===== src/csr_iq_settings.svh =====
`ifndef CSR_IQ_SETTINGS_SVH
`define CSR_IQ_SETTINGS_SVH

// Queue geometry, depth must stay a power of two
`define CSR_IQ_DEPTH 8
`define CSR_IQ_PTR_W 3

`define ROB_IDX_W 5 // Without the wrap bit
`define PREG_W    6
`define XLEN      64
`define VADDR_W   39
`define ASID_W    16

// Writes to these CSRs change translation or protection state
`define CSR_MSTATUS 12'h300
`define CSR_SSTATUS 12'h100
`define CSR_PMP_LO  12'h3a0
`define CSR_PMP_HI  12'h3ef

`endif


===== src/csr_iq_pkg.sv =====
`default_nettype none

`include "csr_iq_settings.svh"

package csr_iq_pkg;

    typedef logic [`CSR_IQ_PTR_W-1:0] iq_ptr_t;
    typedef logic [`CSR_IQ_PTR_W:0]   iq_cnt_t; // Slot index plus wrap bit, also a length
    typedef logic [`ROB_IDX_W:0]      rob_idx_t; // MSB is the wrap bit
    typedef logic [`PREG_W-1:0]       preg_t;
    typedef logic [`XLEN-1:0]         xlen_t;
    typedef logic [11:0]              csr_addr_t;
    typedef logic [`VADDR_W-1:0]      vaddr_t;
    typedef logic [`ASID_W-1:0]       asid_t;

    typedef enum logic [2:0] {
        CSRRW,
        CSRRS,
        CSRRC,
        FENCE,
        FENCE_I,
        SFENCE_VMA
    } csr_op_t;

    typedef enum logic {
        IDLE,
        WRITING
    } iq_state_t;

    typedef struct packed {
        csr_op_t   op;
        csr_addr_t csr_addr;
        preg_t     rs1;
        preg_t     rs2;
        preg_t     rd;
        logic      we;
        rob_idx_t  rob_idx;
    } csr_entry_t;

    typedef struct packed {
        xlen_t rs1_data;
        xlen_t rs2_data;
    } operand_t;

    typedef struct packed {
        logic     req;
        rob_idx_t rob_idx;
    } fence_req_t;

    typedef struct packed {
        logic   all;
        vaddr_t vaddr;
        asid_t  asid;
    } mmu_flush_t;

endpackage

`default_nettype wire


===== src/csr_queue_ptrs.sv =====
`timescale 1ns/1ps
`default_nettype none

`include "csr_iq_settings.svh"

module csr_queue_ptrs
    import csr_iq_pkg::*;
(
    input  wire       clk,
    input  wire       rst,
    input  wire       dis_valid,
    input  wire       redirect,
    input  wire       release_en,
    input  wire       iq_cnt_t keep_count,
    output logic      enq,
    output iq_ptr_t   head,
    output iq_ptr_t   tail,
    output iq_cnt_t   count,
    output logic      empty,
    output logic      full
);

    iq_cnt_t head_w;
    iq_cnt_t tail_w;

    assign head  = head_w[`CSR_IQ_PTR_W-1:0];
    assign tail  = tail_w[`CSR_IQ_PTR_W-1:0];
    assign empty = (head_w == tail_w);
    assign full  = (head == tail) && (head_w[`CSR_IQ_PTR_W] != tail_w[`CSR_IQ_PTR_W]);
    assign count = tail_w - head_w; // Modular difference gives the occupied length

    // Dispatch is dropped while full or during a redirect
    assign enq = dis_valid && !full && !redirect;

    always_ff @(posedge clk or posedge rst) begin
        if (rst) begin
            head_w <= '0;
            tail_w <= '0;
        end else begin
            if (release_en) begin
                head_w <= head_w + 1'b1;
            end
            // The carry into the top bit of the sum yields the new wrap bit
            if (redirect) begin
                tail_w <= head_w + keep_count;
            end else if (enq) begin
                tail_w <= tail_w + 1'b1;
            end
        end
    end

endmodule

`default_nettype wire


===== src/csr_queue_store.sv =====
`timescale 1ns/1ps
`default_nettype none

`include "csr_iq_settings.svh"

module csr_queue_store
    import csr_iq_pkg::*;
(
    input  wire             clk,
    input  wire             enq,
    input  wire iq_ptr_t    tail,
    input  wire csr_entry_t dis_entry,
    input  wire iq_ptr_t    head,
    input  wire iq_cnt_t    count,
    input  wire rob_idx_t   redirect_rob_idx,
    output csr_entry_t      head_entry,
    output iq_cnt_t         keep_count
);

    csr_entry_t entries [`CSR_IQ_DEPTH];

    logic    stop;
    iq_ptr_t slot;

    // True when a is strictly older than b in ROB order
    function automatic logic is_older(input rob_idx_t a, input rob_idx_t b);
        if (a[`ROB_IDX_W] == b[`ROB_IDX_W]) begin
            return a[`ROB_IDX_W-1:0] < b[`ROB_IDX_W-1:0];
        end
        return a[`ROB_IDX_W-1:0] > b[`ROB_IDX_W-1:0];
    endfunction

    always_ff @(posedge clk) begin
        if (enq) begin
            entries[tail] <= dis_entry;
        end
    end

    assign head_entry = entries[head];

    // Survivors form a run starting at the head, the first younger slot ends it
    always_comb begin
        keep_count = '0;
        stop       = 1'b0;
        slot       = head;
        for (int i = 0; i < `CSR_IQ_DEPTH; i++) begin
            slot = head + iq_ptr_t'(i);
            if (!stop && (i < count) && is_older(entries[slot].rob_idx, redirect_rob_idx)) begin
                keep_count = keep_count + 1'b1;
            end else begin
                stop = 1'b1;
            end
        end
    end

endmodule

`default_nettype wire


===== src/csr_issue_fsm.sv =====
`timescale 1ns/1ps
`default_nettype none

module csr_issue_fsm
    import csr_iq_pkg::*;
(
    input  wire             clk,
    input  wire             rst,
    input  wire             empty,
    input  wire csr_entry_t head_entry,
    input  wire rob_idx_t   commit_rob_idx,
    input  wire             exec_ready,
    input  wire             redirect,
    input  wire iq_cnt_t    keep_count,
    output logic            issue_valid,
    output csr_entry_t      issue_entry,
    output logic            release_en
);

    iq_state_t state;
    logic      select;
    logic      kill;
    logic      issue_q;

    // A redirect that keeps nothing also removes the entry being worked on
    assign kill = redirect && (keep_count == '0);

    // Only the oldest uncommitted instruction may go, so nothing here is speculative
    assign select = !empty && (state == IDLE) && (head_entry.rob_idx == commit_rob_idx) &&
                    !redirect && exec_ready;

    // The commit pointer moving past our instruction means it has retired
    assign release_en  = (state == WRITING) && (commit_rob_idx != issue_entry.rob_idx) && !kill;
    assign issue_valid = issue_q && !kill;

    always_ff @(posedge clk or posedge rst) begin
        if (rst) begin
            state   <= IDLE;
            issue_q <= 1'b0;
        end else begin
            issue_q <= select;
            if (kill) begin
                state <= IDLE;
            end else begin
                case (state)
                    IDLE: begin
                        if (select) begin
                            state <= WRITING;
                        end
                    end
                    WRITING: begin
                        if (release_en) begin
                            state <= IDLE;
                        end
                    end
                    default: state <= IDLE;
                endcase
            end
        end
    end

    // Holds the rob_idx that release compares against
    always_ff @(posedge clk) begin
        if (select) begin
            issue_entry <= head_entry;
        end
    end

endmodule

`default_nettype wire


===== src/fence_sequencer.sv =====
`timescale 1ns/1ps
`default_nettype none

`include "csr_iq_settings.svh"

module fence_sequencer
    import csr_iq_pkg::*;
(
    input  wire             clk,
    input  wire             rst,
    input  wire             issue_valid,
    input  wire csr_entry_t issue_entry,
    input  wire operand_t   operands,
    input  wire             release_en,
    input  wire             redirect,
    input  wire iq_cnt_t    keep_count,
    input  wire             fence_commit,
    input  wire             store_flush_end,
    input  wire             inst_flush_end,
    input  wire             mmu_flush_end,
    output fence_req_t      fence_req,
    output logic            fence_valid,
    output logic            store_flush,
    output logic            inst_flush,
    output logic            mmu_flush,
    output mmu_flush_t      mmu_flush_info,
    output logic            fence_end
);

    csr_op_t  op_q;
    operand_t opnd_q;
    logic     fence_pend;
    logic     sfence_pend;
    logic     fencei_pend;
    logic     inst_done;
    logic     fencei_fire;
    logic     is_csr;
    logic     kill;

    function automatic logic needs_fence(input csr_entry_t e);
        if (e.op == FENCE || e.op == FENCE_I || e.op == SFENCE_VMA) begin
            return 1'b1;
        end
        return (e.csr_addr == `CSR_MSTATUS) || (e.csr_addr == `CSR_SSTATUS) ||
               ((e.csr_addr >= `CSR_PMP_LO) && (e.csr_addr <= `CSR_PMP_HI));
    endfunction

    assign is_csr = (op_q == CSRRW) || (op_q == CSRRS) || (op_q == CSRRC);
    assign kill   = redirect && (keep_count == '0);

    // FENCE.I may see its icache flush end before the store buffer drains
    assign fencei_fire = fencei_pend && (inst_done || inst_flush_end) && !store_flush;

    always_ff @(posedge clk) begin
        if (issue_valid) begin
            op_q   <= issue_entry.op;
            opnd_q <= operands;
        end
        if (fence_commit && op_q == SFENCE_VMA) begin
            mmu_flush_info <= '{all:   (opnd_q.rs1_data[`VADDR_W-1:0] == '0),
                                vaddr: opnd_q.rs1_data[`VADDR_W-1:0],
                                asid:  opnd_q.rs2_data[`ASID_W-1:0]};
        end
    end

    always_ff @(posedge clk or posedge rst) begin
        if (rst) begin
            fence_req <= '0;
        end else begin
            if (issue_valid) begin
                fence_req.req     <= needs_fence(issue_entry);
                fence_req.rob_idx <= issue_entry.rob_idx;
            end
            if (release_en || kill) begin
                fence_req.req <= 1'b0;
            end
        end
    end

    always_ff @(posedge clk or posedge rst) begin
        if (rst) begin
            fence_valid <= 1'b0;
            store_flush <= 1'b0;
            inst_flush  <= 1'b0;
            mmu_flush   <= 1'b0;
            fence_end   <= 1'b0;
            fence_pend  <= 1'b0;
            sfence_pend <= 1'b0;
            fencei_pend <= 1'b0;
            inst_done   <= 1'b0;
        end else begin
            if (fence_commit) begin
                fence_valid <= 1'b1;
                store_flush <= !is_csr;
                fence_pend  <= (op_q == FENCE);
                sfence_pend <= (op_q == SFENCE_VMA);
                fencei_pend <= (op_q == FENCE_I);
            end
            inst_flush <= fence_commit && (op_q == FENCE_I);
            mmu_flush  <= sfence_pend && store_flush_end;

            if (store_flush && store_flush_end) begin
                store_flush <= 1'b0;
            end
            if (store_flush_end) begin
                fence_pend  <= 1'b0;
                sfence_pend <= 1'b0;
            end
            if (fencei_pend && inst_flush_end) begin
                inst_done <= 1'b1;
            end
            if (fencei_fire) begin
                fencei_pend <= 1'b0;
                inst_done   <= 1'b0;
            end

            fence_end <= mmu_flush_end || (fence_commit && is_csr) ||
                         (fence_pend && store_flush_end) || fencei_fire;
            if (fence_end) begin
                fence_valid <= 1'b0;
            end
        end
    end

endmodule

`default_nettype wire


===== src/csr_issue_top.sv =====
`timescale 1ns/1ps
`default_nettype none

module csr_issue_top
    import csr_iq_pkg::*;
(
    input  wire             clk,
    input  wire             rst,
    input  wire             dis_valid,
    input  wire csr_entry_t dis_entry,
    output logic            queue_full,
    input  wire rob_idx_t   commit_rob_idx,
    input  wire             fence_commit,
    input  wire             redirect,
    input  wire rob_idx_t   redirect_rob_idx,
    input  wire             exec_ready,
    output logic            issue_valid,
    output csr_entry_t      issue_entry,
    input  wire operand_t   operands,
    output fence_req_t      fence_req,
    output logic            fence_valid,
    output logic            store_flush,
    output logic            inst_flush,
    output logic            mmu_flush,
    output mmu_flush_t      mmu_flush_info,
    output logic            fence_end,
    input  wire             store_flush_end,
    input  wire             inst_flush_end,
    input  wire             mmu_flush_end
);

    logic       enq;
    logic       empty;
    logic       release_en;
    iq_ptr_t    head;
    iq_ptr_t    tail;
    iq_cnt_t    count;
    iq_cnt_t    keep_count;
    csr_entry_t head_entry;

    csr_queue_ptrs ptrs_i (
        .clk        (clk),
        .rst        (rst),
        .dis_valid  (dis_valid),
        .redirect   (redirect),
        .release_en (release_en),
        .keep_count (keep_count),
        .enq        (enq),
        .head       (head),
        .tail       (tail),
        .count      (count),
        .empty      (empty),
        .full       (queue_full)
    );

    csr_queue_store store_i (
        .clk              (clk),
        .enq              (enq),
        .tail             (tail),
        .dis_entry        (dis_entry),
        .head             (head),
        .count            (count),
        .redirect_rob_idx (redirect_rob_idx),
        .head_entry       (head_entry),
        .keep_count       (keep_count)
    );

    csr_issue_fsm fsm_i (
        .clk            (clk),
        .rst            (rst),
        .empty          (empty),
        .head_entry     (head_entry),
        .commit_rob_idx (commit_rob_idx),
        .exec_ready     (exec_ready),
        .redirect       (redirect),
        .keep_count     (keep_count),
        .issue_valid    (issue_valid),
        .issue_entry    (issue_entry),
        .release_en     (release_en)
    );

    fence_sequencer fence_i (
        .clk             (clk),
        .rst             (rst),
        .issue_valid     (issue_valid),
        .issue_entry     (issue_entry),
        .operands        (operands),
        .release_en      (release_en),
        .redirect        (redirect),
        .keep_count      (keep_count),
        .fence_commit    (fence_commit),
        .store_flush_end (store_flush_end),
        .inst_flush_end  (inst_flush_end),
        .mmu_flush_end   (mmu_flush_end),
        .fence_req       (fence_req),
        .fence_valid     (fence_valid),
        .store_flush     (store_flush),
        .inst_flush      (inst_flush),
        .mmu_flush       (mmu_flush),
        .mmu_flush_info  (mmu_flush_info),
        .fence_end       (fence_end)
    );

endmodule

`default_nettype wire


===== config.mk =====
export PLATFORM = sky130hd
export DESIGN_NAME = csr_issue_top
export DESIGN_NICKNAME = d
export VERILOG_FILES = /design/src/csr_iq_pkg.sv /design/src/csr_queue_ptrs.sv /design/src/csr_queue_store.sv /design/src/csr_issue_fsm.sv /design/src/fence_sequencer.sv /design/src/csr_issue_top.sv
export VERILOG_INCLUDE_DIRS = /design/src /design/src/src
export SDC_FILE = /design/constraint.sdc
export NUM_CORES = 1
export LEC_CHECK = 0
export BUFFER_PORTS_ARGS = -buffer_cell sky130_fd_sc_hd__buf_4
export CORE_UTILIZATION = 46
export CTS_BUF_LIST = sky130_fd_sc_hd__clkbuf_8
export DETAILED_ROUTE_END_ITERATION = 7
export GPL_TIMING_DRIVEN = 0
export PLACE_DENSITY = 0.69
export SLEW_MARGIN = 20
export SYNTH_ARGS = -nofsm -noshare
export SYNTH_HDL_FRONTEND = slang
export SYNTH_SLANG_ARGS = --single-unit
export TNS_END_PERCENT = 30

===== constraint.sdc =====
create_clock -name clk -period 14.3 [get_ports clk]
set_input_delay 4.29 -clock clk [delete_from_list [all_inputs] [get_ports clk]]
set_output_delay 4.29 -clock clk [all_outputs]
set_load 0.03 [all_outputs]

==> reports/summary.json <==
{
  "power": {
    "clock_power_share_pct": 23.8,
    "power.sequential.fraction_pct": 37.3,
    "cellPowerDensity_nw_per_um2": 177,
    "power_switching_uw": 1570,
    "power_switching_share_pct": 33.6,
    "power.internal_uw": 3090,
    "worst_ir_drop_vdd_mv": 0.101,
    "p_total_uw": 4660,
    "leakage_uw": 0.00969,
    "combinational_share_of_power_pct": 38.9
  },
  "place": {
    "gpl.final_weighted_congestion": 0.879,
    "pre_cts_ws_ns": -2.30,
    "place.detailed.instances": 2116,
    "placement.cell_area_um2": 24600,
    "buffer_ports.inserted": 224,
    "dp_hpwl_um": 35100
  },
  "sta": {
    "post-route-worst-setup-slack_ns": -0.114,
    "grt_setup_unrepaired": "true",
    "report.final.setup_viol": 1,
    "slew_violations": 0,
    "tns_ns": -0.114,
    "clock_skew_ns": 0.0334,
    "fin_crit_sh_pct": 101,
    "tightestPinTransition_ns": 0.991,
    "final-hold-violation-count": 0,
    "post-route-min-period_ns": 14.41,
    "relSlewSlack_pct": 33.9,
    "max_freq_ghz": 0.0694
  },
  "synthesis": {
    "mappedNetlistNets": 1510,
    "synth_area_leaders": "edfxtp_1, mux4_2, nand2_1, ha_1, dfrtp_1",
    "synth-edff-count": 474,
    "post-synth-top-area-fraction_pct": 66.4,
    "main_flop_type_after_synthesis": "edfxtp_1",
    "synthDominantAreaCellType": "edfxtp_1",
    "yosys_register_bits": 500,
    "synthCells": 1263,
    "post_synth.cell_area_avg_um2": 17.0,
    "mappedNetlistArea_um2": 21400,
    "yosys.cell_types.count": 65,
    "synth.yosys.seq_area_share_pct": 69.4,
    "proportion_of_register_bits_with_asynchronous_set_or_reset_after_synthesis_pct": 5.20,
    "yosys_warnings": 0
  },
  "global_routing": {
    "antenna_found_initial": 5,
    "grt_remaining_overflow": 0,
    "grt_first_pass_wirelength_um": 75800,
    "maximum_number_of_pins_on_one_net_before_global_route_repair": 30,
    "first_global_vias": 13000,
    "grt.total_usage_pct": 21.6
  },
  "clocking": {
    "postCtsHoldBufs": 0,
    "clkTransAtPathRegs_ns": 0.06,
    "number_of_clock_buffers_inserted_by_tritoncts": 80,
    "ctsRootBufferMaster": "clkbuf_8",
    "cts_tree": "yes",
    "worstSkewPairLatency_ns": 0.66,
    "cts_max_level": 3,
    "cts_sinks": 500,
    "cts-root-to-sink-buffers": 3
  },
  "detailed_routing": {
    "route.layer.met1.wl_um": 20600,
    "count_of_unresolved_drc_violations_after_routing": 0,
    "routed-via-count": 12500,
    "wl_per_cell_um": 22.2,
    "ant_nets": 0,
    "wl_um": 50500,
    "route.detailed.vias_per_inst": 5.50,
    "met2_wirelength_um": 25000,
    "drtPass1Iterations": 5,
    "iteration_0_drc_markers": 830,
    "route.met3.wl_um": 3940,
    "routed.top_layer": "met5"
  },
  "cells_and_area": {
    "num-fill-cells": 3566,
    "regArea_um2": 14900,
    "area_growth_pct": 22.6,
    "instances_no_fill": 2279,
    "multi_input_area_um2": 6510,
    "final_layout_size_suffix_gt1_share_pct": 33.7,
    "fin_area_um2": 26300,
    "finish.net_count": 1868
  },
  "setup_path": {
    "largest_driver_fanout_on_the_critical_path": 3,
    "critPathMaxStageDelay_ns": 0.57,
    "critPathArrivalTime_ns": 10.12,
    "cp_data_required_time_ns": 10.01,
    "critPathKind": "primary input to output port",
    "startpoint_type": "primary input",
    "crit_top_cell": "ha_4",
    "crit_path_top_delay_cell": "or4b_4",
    "end_kind": "output port"
  },
  "floorplanning": {
    "die_area_um2": 47500,
    "placement_rows": 78,
    "die_x_um": 218,
    "die_height_um": 218,
    "ioPinCount": 299,
    "starting_density_of_the_core_pct": 47.0,
    "core-area_um2": 45700
  },
  "job": {
    "cap_violations": 0
  },
  "min_path": {
    "holdCritPathClass": "register to register"
  },
  "run_status": {
    "run_status": "finished with violations",
    "failing_checks": "negative setup slack"
  }
}
cell usage in the layout (no fill, tap or decap), types with 25 or more instances in the layout:
cell type	n
nand2_1	214
buf_4	257
inv_1	38
dfrtp_1	25
mux4_2	101
mux2i_1	36
a21oi_1	29
nor2_1	31
clkbuf_8	84
edfxtp_1	474
ha_1	50
critical path, delay by kind of cell:
kind / cells / cell delay, ns
adder cells (fa/ha/maj): 6 / 1.35
AO/OA/AOI/OAI: 9 / 1.40
AND/OR/NAND/NOR: 4 / 0.82
multiplexers: 6 / 1.29
buffers and inverters: 6 / 0.79
XOR/XNOR: 1 / 0.15
synthesized netlist by cell type (3+ instances only):
| cell type | count |
|---|---|
| edfxtp_1 | 474 |
| nand2_1 | 216 |
| mux4_2 | 101 |
| ha_1 | 56 |
| nor2_1 | 38 |
| mux2i_1 | 36 |
| a21oi_1 | 32 |
| dfrtp_1 | 26 |
| clkbuf_1 | 23 |
| xnor2_1 | 23 |
| o21ai_0 | 22 |
| inv_1 | 19 |
| xor2_1 | 18 |
| buf_1 | 14 |
| mux2_2 | 13 |
| nand3_1 | 12 |
| nor4_1 | 12 |
| a21o_1 | 9 |
| nor2b_1 | 9 |
| mux2_4 | 7 |
| nor3_1 | 7 |
| nand3b_1 | 6 |
| o211ai_1 | 6 |
| o21a_1 | 6 |
| a31oi_1 | 5 |
| buf_2 | 5 |
| nand2b_1 | 5 |
| nand4_1 | 5 |
| and3_1 | 4 |
| or3_1 | 4 |
| and2_1 | 3 |
| inv_2 | 3 |
per-stage QoR:
| stage | utilization [%] | hold WS, ns |
|---|---|---|
| after floorplan | - | 0.400 |
| after detailed placement | 53.8 | 0.407 |
| after CTS | 57.5 | 0.424 |
| after global placement | 52.6 | 0.400 |
| after global routing | 57.5 | 0.428 |
| final | 57.6 | 0.421 |
layout make-up:
type                            instances  share of cell area (%)
Timing Repair Buffer                  275                    8.96
Sequential cell                       500                    56.6
Inverter                               22                   0.457
Buffer                                 44                   0.828
Clock buffer                           84                    4.40
Antenna cell                            2                  0.0190
Multi-Input combinational cell        696                    24.8
Clock inverter                         54                    1.02
Tap cell                              600                    2.86
Timing Repair inverter                  2                  0.0666
flip-flops by register name (all words and copies together) (netlist names), 3 cells and up:
register and flops:
fsm_i.issue_entry 40, store_i.entries 320, ptrs_i.tail_w 4, fence_i.opnd_q 55, fence_i.fence_req 7, fence_i.mmu_flush_info 56, fence_i.op_q 3, ptrs_i.head_w 4
routing by layer:
metal	vias up	global-route usage (%)
met1	6336	27.7
met3	82	5.65
met5	-	0
met2	459	36.1
met4	6	6.39
li1	5641	-
worst paths after layout:
kind,start,endpoint,cells past startpoint,slack [ns]
setup / recovery,redirect_rob_idx[1],issue_valid,32,-0.11
hold / removal,fence_i.fence_end$_DFF_PP0_,fence_i.fence_valid$_DFFE_PP0P_,1,0.42
setup reg to reg,ptrs_i.head_w[0]$_DFFE_PP0P_,fence_i.fence_req[5]$_DFFE_PP0P_,43,4.45
hold reg to reg,fence_i.fence_end$_DFF_PP0_,fence_i.fence_valid$_DFFE_PP0P_,1,0.42
max in group asynchronous,rst,ptrs_i.head_w[0]$_DFFE_PP0P_,2,10.20
min in group asynchronous,rst,fence_i.mmu_flush$_DFF_PP0_,2,3.70
cell families (layout without fill, tap and decap cells):
group / count (synthesis) / after routing / share of synthesized area, %
xor gates and xnor gates: 47 / 47 / 2.23
DFF: 500 / 500 / 69.4
AOI/OAI and AO/OA: 100 / 100 / 3.11
and+or+nand+nor: 330 / 330 / 6.70
other: 0 / 2 / 0
adders and majority gates: 58 / 58 / 3.45
buffers and inverters: 67 / 481 / 1.29
muxes: 161 / 161 / 13.8
power groups by stage:
| stage | combinational, uW | clock (uW) | sequential [uW] |
|---|---|---|---|
| 6_report | 1810 | 1110 | 1740 |
| 5_1_grt | 1980 | 1190 | 1740 |
| 4_1_cts | 1800 | 1140 | 1740 |
| 3_5_place_dp | 1710 | 0 | 1770 |
| 3_3_place_gp | 1640 | 0 | 1770 |
| 2_1_floorplan | 1250 | 0 | 1780 |
what timing repair did:
| item | in CTS | in global routing |
|---|---|---|
| resized for setup | 28 | 8 |
| pin swaps | 16 | 12 |
| endpoints found under the setup margin | 1 | 1 |
| cloned | 2 | 0 |
| setup buffers | 21 | 1 |
(Power assumes the default switching activity.)
